$ cat src/source/turfio_cmd_pkg.sv
package turfio_cmd_pkg;

    // Width of the trigger time field
    localparam int TRIG_TIME_BITS = 15;

    // Type field in bits 31:30 of every command word
    typedef enum logic [1:0] {
        CMD_IDLE = 2'd0,
        CMD_RUN  = 2'd1,
        CMD_TRIG = 2'd2,
        CMD_PPS  = 2'd3
    } cmd_type_e;

    // Run code in bits 1:0 of a run command
    typedef enum logic [1:0] {
        RUN_NONE  = 2'd0,
        RUN_SYNC  = 2'd1,
        RUN_RESET = 2'd2,
        RUN_STOP  = 2'd3
    } run_code_e;

    ////////////////////////////////////////////////////////////
    // Two views of the same 32-bit command word
    ////////////////////////////////////////////////////////////

    // Run command layout
    typedef struct packed {
        cmd_type_e   cmd_type;
        logic [27:0] unused;
        run_code_e   run_code;
    } run_view_t;

    // Trigger layout, time in the low 15 bits
    typedef struct packed {
        cmd_type_e                 cmd_type;
        logic [31-2-TRIG_TIME_BITS:0] unused;
        logic [TRIG_TIME_BITS-1:0] trig_time;
    } trig_view_t;

    // Both views share the type field position
    typedef union packed {
        run_view_t  run;
        trig_view_t trig;
    } turf_cmd_u;

endpackage

$ cat src/source/turfio_timing_pkg.sv
package turfio_timing_pkg;

    // Default width of the sysclk count
    localparam int COUNT_BITS_DEF = 48;

    // Default phase width, 16-cycle sync period
    localparam int PHASE_BITS_DEF = 4;

    // Width of the sync and clock offsets
    localparam int OFFSET_BITS = 8;

    ////////////////////////////////////////////////////////////
    // Sync sequencer states
    ////////////////////////////////////////////////////////////

    // IDLE    no alignment yet
    // ARMED   waiting out the sync offset
    // ALIGNED phase locked to the last sync request
    typedef enum logic [1:0] {
        IDLE    = 2'd0,
        ARMED   = 2'd1,
        ALIGNED = 2'd2
    } seq_state_e;

endpackage

$ cat src/source/sync_sequencer.sv
`timescale 1ns/1ps

module sync_sequencer (
    input  logic sysclk_i,
    input  logic reset_i,
    input  logic sync_req_i,
    input  logic run_reset_i,
    input  logic run_stop_i,
    input  logic en_ext_sync_i,
    input  logic offset_done_i,
    output logic arm_o,
    output logic realign_o,
    output logic aligned_o,
    output logic run_active_o
);
    import turfio_timing_pkg::*;

    seq_state_e state_q;
    seq_state_e state_d;

    // Sync request that actually starts an alignment
    logic sync_accept;

    // Ignored when external sync is off or already waiting
    assign sync_accept = sync_req_i && en_ext_sync_i && (state_q != ARMED);

    // Countdown finished while armed, phase restarts this cycle
    assign realign_o = (state_q == ARMED) && offset_done_i;

    // Level used to enable sync outputs
    assign aligned_o = (state_q == ALIGNED);

    ////////////////////////////////////////////////////////////
    // Alignment FSM
    ////////////////////////////////////////////////////////////
    always_comb begin
        state_d = state_q;
        case (state_q)
            IDLE: begin
                if (sync_accept) begin
                    state_d = ARMED;
                end
            end
            ARMED: begin
                // Wait for the offset countdown
                if (offset_done_i) begin
                    state_d = ALIGNED;
                end
            end
            ALIGNED: begin
                // A new request re-arms and drops alignment
                if (sync_accept) begin
                    state_d = ARMED;
                end
            end
            default: state_d = IDLE;
        endcase
    end

    always_ff @(posedge sysclk_i) begin
        if (reset_i) begin
            state_q <= IDLE;
            arm_o   <= 1'b0;
        end else begin
            state_q <= state_d;
            // Arm pulse loads the countdown one cycle later
            arm_o   <= sync_accept;
        end
    end

    // Run flag, set by reset command and cleared by stop
    always_ff @(posedge sysclk_i) begin
        if (reset_i) begin
            run_active_o <= 1'b0;
        end else if (run_reset_i) begin
            run_active_o <= 1'b1;
        end else if (run_stop_i) begin
            run_active_o <= 1'b0;
        end
    end

endmodule

$ cat src/source/sysclk_timebase.sv
`timescale 1ns/1ps

module sysclk_timebase #(
    parameter int COUNT_BITS = turfio_timing_pkg::COUNT_BITS_DEF,
    parameter int PHASE_BITS = turfio_timing_pkg::PHASE_BITS_DEF
) (
    input  logic                                   sysclk_i,
    input  logic                                   reset_i,
    input  logic                                   run_reset_i,
    input  logic                                   pps_i,
    input  logic                                   arm_i,
    input  logic                                   realign_i,
    input  logic                                   aligned_i,
    input  logic [turfio_timing_pkg::OFFSET_BITS-1:0] sync_offset_i,
    input  logic [turfio_timing_pkg::OFFSET_BITS-1:0] clock_offset_i,
    output logic                                   offset_done_o,
    output logic                                   sync_o,
    output logic                                   clk_sync_o,
    output logic [COUNT_BITS-1:0]                  sysclk_count_o,
    output logic [COUNT_BITS-1:0]                  pps_time_o
);
    import turfio_timing_pkg::*;

    // Position inside the sync period
    logic [PHASE_BITS-1:0]  phase_q;

    // Sync offset countdown
    logic [OFFSET_BITS-1:0] countdown_q;
    logic                   counting_q;

    // Count captured at the last PPS
    logic [COUNT_BITS-1:0]  pps_hold_q;

    ////////////////////////////////////////////////////////////
    // Phase and clock count
    ////////////////////////////////////////////////////////////

    // Free running, forced to zero on realign
    always_ff @(posedge sysclk_i) begin
        if (reset_i) begin
            phase_q <= '0;
        end else if (realign_i) begin
            phase_q <= '0;
        end else begin
            phase_q <= phase_q + 1'b1;
        end
    end

    // Run reset loads the clock offset, shown two edges after the command
    always_ff @(posedge sysclk_i) begin
        if (reset_i) begin
            sysclk_count_o <= '0;
        end else if (run_reset_i) begin
            sysclk_count_o <= COUNT_BITS'(clock_offset_i);
        end else begin
            sysclk_count_o <= sysclk_count_o + 1'b1;
        end
    end

    ////////////////////////////////////////////////////////////
    // Sync offset countdown
    ////////////////////////////////////////////////////////////

    // Zero offset expires in the cycle right after arm
    assign offset_done_o = counting_q && (countdown_q == '0);

    always_ff @(posedge sysclk_i) begin
        if (reset_i) begin
            counting_q <= 1'b0;
        end else if (arm_i) begin
            counting_q <= 1'b1;
        end else if (offset_done_o) begin
            counting_q <= 1'b0;
        end
    end

    always_ff @(posedge sysclk_i) begin
        if (arm_i) begin
            countdown_q <= sync_offset_i;
        end else if (counting_q && !offset_done_o) begin
            countdown_q <= countdown_q - 1'b1;
        end
    end

    ////////////////////////////////////////////////////////////
    // PPS capture and sync outputs
    ////////////////////////////////////////////////////////////
    always_ff @(posedge sysclk_i) begin
        if (pps_i) begin
            pps_hold_q <= sysclk_count_o;
        end
    end

    // Live count during the PPS cycle, held value after it
    assign pps_time_o = pps_i ? sysclk_count_o : pps_hold_q;

    // First cycle of each period
    assign sync_o     = aligned_i && (phase_q == '0);
    // High for the first half of each period
    assign clk_sync_o = aligned_i && !phase_q[PHASE_BITS-1];

endmodule

$ cat src/source/turf_command_decoder.sv
`timescale 1ns/1ps

module turf_command_decoder (
    input  logic                                      sysclk_i,
    input  logic                                      reset_i,
    input  logic [31:0]                               command_i,
    input  logic                                      command_valid_i,
    input  logic                                      run_active_i,
    output logic                                      sync_req_o,
    output logic                                      run_reset_o,
    output logic                                      run_stop_o,
    output logic                                      pps_o,
    output logic [turfio_cmd_pkg::TRIG_TIME_BITS-1:0] trig_time_o,
    output logic                                      trig_time_valid_o
);
    import turfio_cmd_pkg::*;

    // Incoming word seen through both views
    turf_cmd_u cmd;

    // Next-cycle event flags
    logic sync_d;
    logic reset_d;
    logic stop_d;
    logic pps_d;
    logic trig_d;

    assign cmd = command_i;

    ////////////////////////////////////////////////////////////
    // Word decode
    ////////////////////////////////////////////////////////////
    always_comb begin
        sync_d  = 1'b0;
        reset_d = 1'b0;
        stop_d  = 1'b0;
        pps_d   = 1'b0;
        trig_d  = 1'b0;
        if (command_valid_i) begin
            // Run view gives type and run code
            case (cmd.run.cmd_type)
                CMD_RUN: begin
                    case (cmd.run.run_code)
                        RUN_SYNC:  sync_d  = 1'b1;
                        RUN_RESET: reset_d = 1'b1;
                        RUN_STOP:  stop_d  = 1'b1;
                        default:   ;
                    endcase
                end
                CMD_PPS: pps_d = 1'b1;
                default: ;
            endcase
            // Trigger view, only honored during a run
            trig_d = (cmd.trig.cmd_type == CMD_TRIG) && run_active_i;
        end
    end

    // One-cycle event pulses
    always_ff @(posedge sysclk_i) begin
        if (reset_i) begin
            sync_req_o        <= 1'b0;
            run_reset_o       <= 1'b0;
            run_stop_o        <= 1'b0;
            pps_o             <= 1'b0;
            trig_time_valid_o <= 1'b0;
        end else begin
            sync_req_o        <= sync_d;
            run_reset_o       <= reset_d;
            run_stop_o        <= stop_d;
            pps_o             <= pps_d;
            trig_time_valid_o <= trig_d;
        end
    end

    // Trigger time held until the next accepted trigger
    always_ff @(posedge sysclk_i) begin
        if (trig_d) begin
            trig_time_o <= cmd.trig.trig_time;
        end
    end

endmodule

$ cat src/source/turfio_cmd_timing.sv
`timescale 1ns/1ps

module turfio_cmd_timing #(
    parameter int COUNT_BITS = turfio_timing_pkg::COUNT_BITS_DEF,
    parameter int PHASE_BITS = turfio_timing_pkg::PHASE_BITS_DEF
) (
    input  logic                                      sysclk_i,
    input  logic                                      reset_i,
    input  logic [31:0]                               command_i,
    input  logic                                      command_valid_i,
    input  logic                                      en_ext_sync_i,
    input  logic [turfio_timing_pkg::OFFSET_BITS-1:0] sync_offset_i,
    input  logic [turfio_timing_pkg::OFFSET_BITS-1:0] clock_offset_i,
    output logic                                      run_sync_o,
    output logic                                      run_stop_o,
    output logic                                      pps_o,
    output logic [turfio_cmd_pkg::TRIG_TIME_BITS-1:0] trig_time_o,
    output logic                                      trig_time_valid_o,
    output logic                                      run_active_o,
    output logic                                      sync_o,
    output logic                                      clk_sync_o,
    output logic [COUNT_BITS-1:0]                     sysclk_count_o,
    output logic [COUNT_BITS-1:0]                     pps_time_o
);

    // Decoder to timebase and sequencer
    logic run_reset;
    // Sequencer to timebase
    logic arm;
    logic realign;
    logic aligned;
    // Timebase back to sequencer
    logic offset_done;

    ////////////////////////////////////////////////////////////
    // Command decode
    ////////////////////////////////////////////////////////////
    turf_command_decoder u_decoder (
        .sysclk_i          (sysclk_i),
        .reset_i           (reset_i),
        .command_i         (command_i),
        .command_valid_i   (command_valid_i),
        .run_active_i      (run_active_o),
        .sync_req_o        (run_sync_o),
        .run_reset_o       (run_reset),
        .run_stop_o        (run_stop_o),
        .pps_o             (pps_o),
        .trig_time_o       (trig_time_o),
        .trig_time_valid_o (trig_time_valid_o)
    );

    // Sync alignment and run state
    sync_sequencer u_sequencer (
        .sysclk_i      (sysclk_i),
        .reset_i       (reset_i),
        .sync_req_i    (run_sync_o),
        .run_reset_i   (run_reset),
        .run_stop_i    (run_stop_o),
        .en_ext_sync_i (en_ext_sync_i),
        .offset_done_i (offset_done),
        .arm_o         (arm),
        .realign_o     (realign),
        .aligned_o     (aligned),
        .run_active_o  (run_active_o)
    );

    ////////////////////////////////////////////////////////////
    // Clock count and sync timing
    ////////////////////////////////////////////////////////////
    sysclk_timebase #(
        .COUNT_BITS (COUNT_BITS),
        .PHASE_BITS (PHASE_BITS)
    ) u_timebase (
        .sysclk_i       (sysclk_i),
        .reset_i        (reset_i),
        .run_reset_i    (run_reset),
        .pps_i          (pps_o),
        .arm_i          (arm),
        .realign_i      (realign),
        .aligned_i      (aligned),
        .sync_offset_i  (sync_offset_i),
        .clock_offset_i (clock_offset_i),
        .offset_done_o  (offset_done),
        .sync_o         (sync_o),
        .clk_sync_o     (clk_sync_o),
        .sysclk_count_o (sysclk_count_o),
        .pps_time_o     (pps_time_o)
    );

endmodule

$ cat config.mk
export PLATFORM = sky130hd
export DESIGN_NAME = turfio_cmd_timing
export DESIGN_NICKNAME = d
export VERILOG_FILES = /design/src/source/turfio_cmd_pkg.sv /design/src/source/turfio_timing_pkg.sv /design/src/source/sync_sequencer.sv /design/src/source/sysclk_timebase.sv /design/src/source/turf_command_decoder.sv /design/src/source/turfio_cmd_timing.sv
export SDC_FILE = /design/constraint.sdc
export NUM_CORES = 1
export LEC_CHECK = 0
export CAP_MARGIN = 20
export CORE_UTILIZATION = 52
export CTS_CLUSTER_DIAMETER = 150
export DETAILED_ROUTE_END_ITERATION = 8
export DONT_BUFFER_PORTS = 1
export MAX_ROUTING_LAYER = met4
export PLACE_DENSITY = 0.66
export SLEW_MARGIN = 20
export SYNTH_ARGS = -nofsm -noshare
export SYNTH_HDL_FRONTEND = slang
export SYNTH_SLANG_ARGS = --single-unit
$ cat constraint.sdc
create_clock -name sysclk_i -period 2.13 [get_ports sysclk_i]
set_clock_uncertainty 0.2 [all_clocks]
set_input_delay 0.426 -clock sysclk_i [delete_from_list [all_inputs] [get_ports sysclk_i]]
set_output_delay 0.426 -clock sysclk_i [all_outputs]
set_load 0.005 [all_outputs]
==> qor.txt <==
Status = finished, final reports clean
Final Max Slew Viols = 0
Die Area = 10500 sq um
Top-area cell type share of the netlist area = 42.2%
Final setup fails = 0
Fin util = 70.7%
Post-synth net total = 541
Fill cell count = 737
Initial DRC Count = 91
Vias in the first global route = 3853
DRC violations left = 0
Tot Pwr = 5.61 mW
Root Buffer = clkbuf_8
Gr ovfl total = 0
Worst-Margin Slew = 827 ps
Crit path launch type = register
DR vias = 3898
Mux cell area share after synthesis = 11.3%
Distinct cells, synth = 39
Die span in x = 102 um
CTS Buf Count = 17
Worst skew pair latency = 520 ps
Routed WL per cell = 15.9 um
Max IR drop VDD = 0.000826 V
P&R area growth vs syn = 32.2%
Syn_area_per_cell = 10.8 sq um
Ys Warns = 0
Synth area leader = dfxtp_1
Main combinational cell family by area after synthesis = simple AND/OR/NAND/NOR gates
Critical path arrival = 1480 ps
Synth Area in Simple Gates = 18.6%
Max Cap Violations = 0
IO buf count = 0
Xor and xnor area share after synthesis = 6.37%
Final ANT Viol Nets = 0
Fmax = 0.474 GHz
Number of synthesized flops with an enable pin = 23
CP Capture Type = output port
Pleak = 2.75 nW
Pwr Density = 813 nW/um^2
Initial Util = 53.4%
Synth Cell Area = 5220 sq um
# nets final = 643
Most instantiated cells after synthesis = dfxtp_1 (110), nor2_1 (54), mux2_2 (48), nand2_1 (28), xor2_1 (26)
Crit path max fanout = 29
Post-synth ARST share = 0%
Core ar. = 9770 sq um
RSZ-0062 raised after global routing = yes
IO Count = 170
Worst rel slew slack = 44.8%
TritonCTS Sinks = 133
Drt via density = 5.33
Ant diodes = 0
#FFs+latches synth = 133
Detailed placer's ending HPWL = 7790 um
Count leader, synth = dfxtp_1
DRT Pass-1 Iters = 4
Pin count of the biggest net entering global routing = 41
Min Tclk post-route = 2110 ps
Synth Flop Type = dfxtp_1
H-tree depth = 4
Worst hold path type = in -> reg
WL final = 11600 um
Synthesized netlist cell count = 484
Fraction of layout cells with a size suffix above 1 = 27.9%
Crit path required time = 1500 ps
Class of the most critical setup path = reg -> out
Compound-Gate Fraction of Synth Area = 4.93%
GRT Total Usage = 24.0%
Synth Area in Adders = 1.20%
Period Utilization, post-route = 99.0%
Reg2reg path depth = 6
TritonCTS clock tree = yes
First-pass GRT wire length = 18300 um
DIE HEIGHT = 102 um
Hold Violations, Final = 0
Placement Rows = 36
Hold Path Stages = 2
GPL Wtd Cong = 0.778
Max clock buf depth = 2
R2r setup slk = 90 ps
Post-synthesis sequential area ratio = 55.4%
Initial antenna violation count = 0
Synth area leaders = dfxtp_1 (42%), edfxtp_1 (13%), mux2_2 (10%)
Clk slew on worst S/H paths = 60 ps
==> per-stage QoR <==
stage                     TNS, ps  setup WS, ps  cell area [sq um]  std cells  hold WS (ps)
after global routing        -1320         -49.9               6910        732          47.1
final                           0          20.8               6910        732          83.7
after detailed placement        0          15.2               5750        657           255
after global placement          0          69.6               5750        657           245
after floorplan                 0          62.2               5230        484           230
after CTS                   -17.3         -6.27               6760        728          58.5
==> power breakdown <==
| part | total (mW) | leakage (nW) | internal (mW) | switching [mW] |
|---|---|---|---|---|
| clock | 2.83 | 0.290 | 1.82 | 1.01 |
| combinational | 0.172 | 1.36 | 0.0952 | 0.0773 |
| sequential | 2.60 | 1.10 | 2.58 | 0.0208 |
| total | 5.61 | 2.75 | 4.50 | 1.11 |
==> registers in the layout (all words and copies together), names as in the netlist <==
name                         count
u_timebase.pps_hold_q           48
u_timebase.sysclk_count_o       48
u_decoder.trig_time_o           15
u_timebase.countdown_q           8
u_timebase.phase_q               4
u_sequencer.state_q              2
u_decoder.pps_o                  1
u_decoder.run_reset_o            1
u_decoder.run_stop_o             1
u_decoder.sync_req_o             1
u_decoder.trig_time_valid_o      1
u_sequencer.arm_o                1
u_sequencer.run_active_o         1
u_timebase.counting_q            1
==> cell usage in the layout (no fill, tap or decap), types with 3 or more instances in the layout <==
cell type	n
ha_1	4
dlygate4sd3_1	38
edfxtp_1	23
xor2_1	26
or3_1	14
nor2b_1	3
nand2_1	28
clkbuf_1	3
nand4_4	3
nor4_1	5
clkinv_2	4
mux2i_1	5
nand4_1	22
nand3_1	12
inv_1	14
xnor2_1	12
dfxtp_4	3
dfxtp_2	6
dfxtp_1	101
clkbuf_16	17
and3_1	5
and2_1	4
clkbuf_8	4
nor3_1	5
mux2_2	47
o21ai_0	21
buf_4	57
a21oi_1	23
buf_12	3
nor2_1	53
==> layer usage <==
metal | vias to the layer above | global-route usage (%) | routed length [um]
li1 | 1909 | - | -
met3 | 15 | 9.37 | 795
met1 | 1858 | 26.6 | 4980
met2 | 116 | 38.6 | 5690
met4 | 0 | 9.67 | 175
met5 | - | - | 0
==> cell type report <==
cell class	instances	area (sq um)	area share, %
Sequential cell	133	2910	42.2
Multi-Input combinational cell	321	2310	33.5
Timing Repair Buffer	99	880	12.7
Clock buffer	24	492	7.12
Tap cell	133	166	2.41
Clock inverter	8	93.8	1.36
Inverter	14	52.6	0.761
==> timing repair <==
| item | CTS | global route |
|---|---|---|
| hold endpoints to repair | 45 | 0 |
| hold buffers | 38 | 0 |
| gates resized for setup | 8 | 25 |
| setup endpoints to repair | 49 | 80 |
| setup buffers | 1 | 4 |
| pin swaps | 0 | 6 |
==> critical path: stages, from the launching register on <==
cell,delay [ps]
dfxtp_4,380
buf_12,190
mux2_2,380
==> logic make-up after synthesis <==
group / count (synthesis)
AOI/OAI and AO/OA: 49
xor gates and xnor gates: 38
adders and majority gates: 5
buffers and inverters: 30
DFF: 133
muxes: 53
and+or+nand+nor: 176
==> final timing paths <==
kind / from / endpoint
max: u_decoder.pps_o / pps_time_o[26]
min: command_valid_i / u_decoder.run_stop_o
max reg2reg: u_timebase.sysclk_count_o[27] / u_timebase.sysclk_count_o[40]
min reg2reg: u_timebase.phase_q[0] / u_timebase.phase_q[0]
Note: power is estimated with default switching activity, not from simulation.
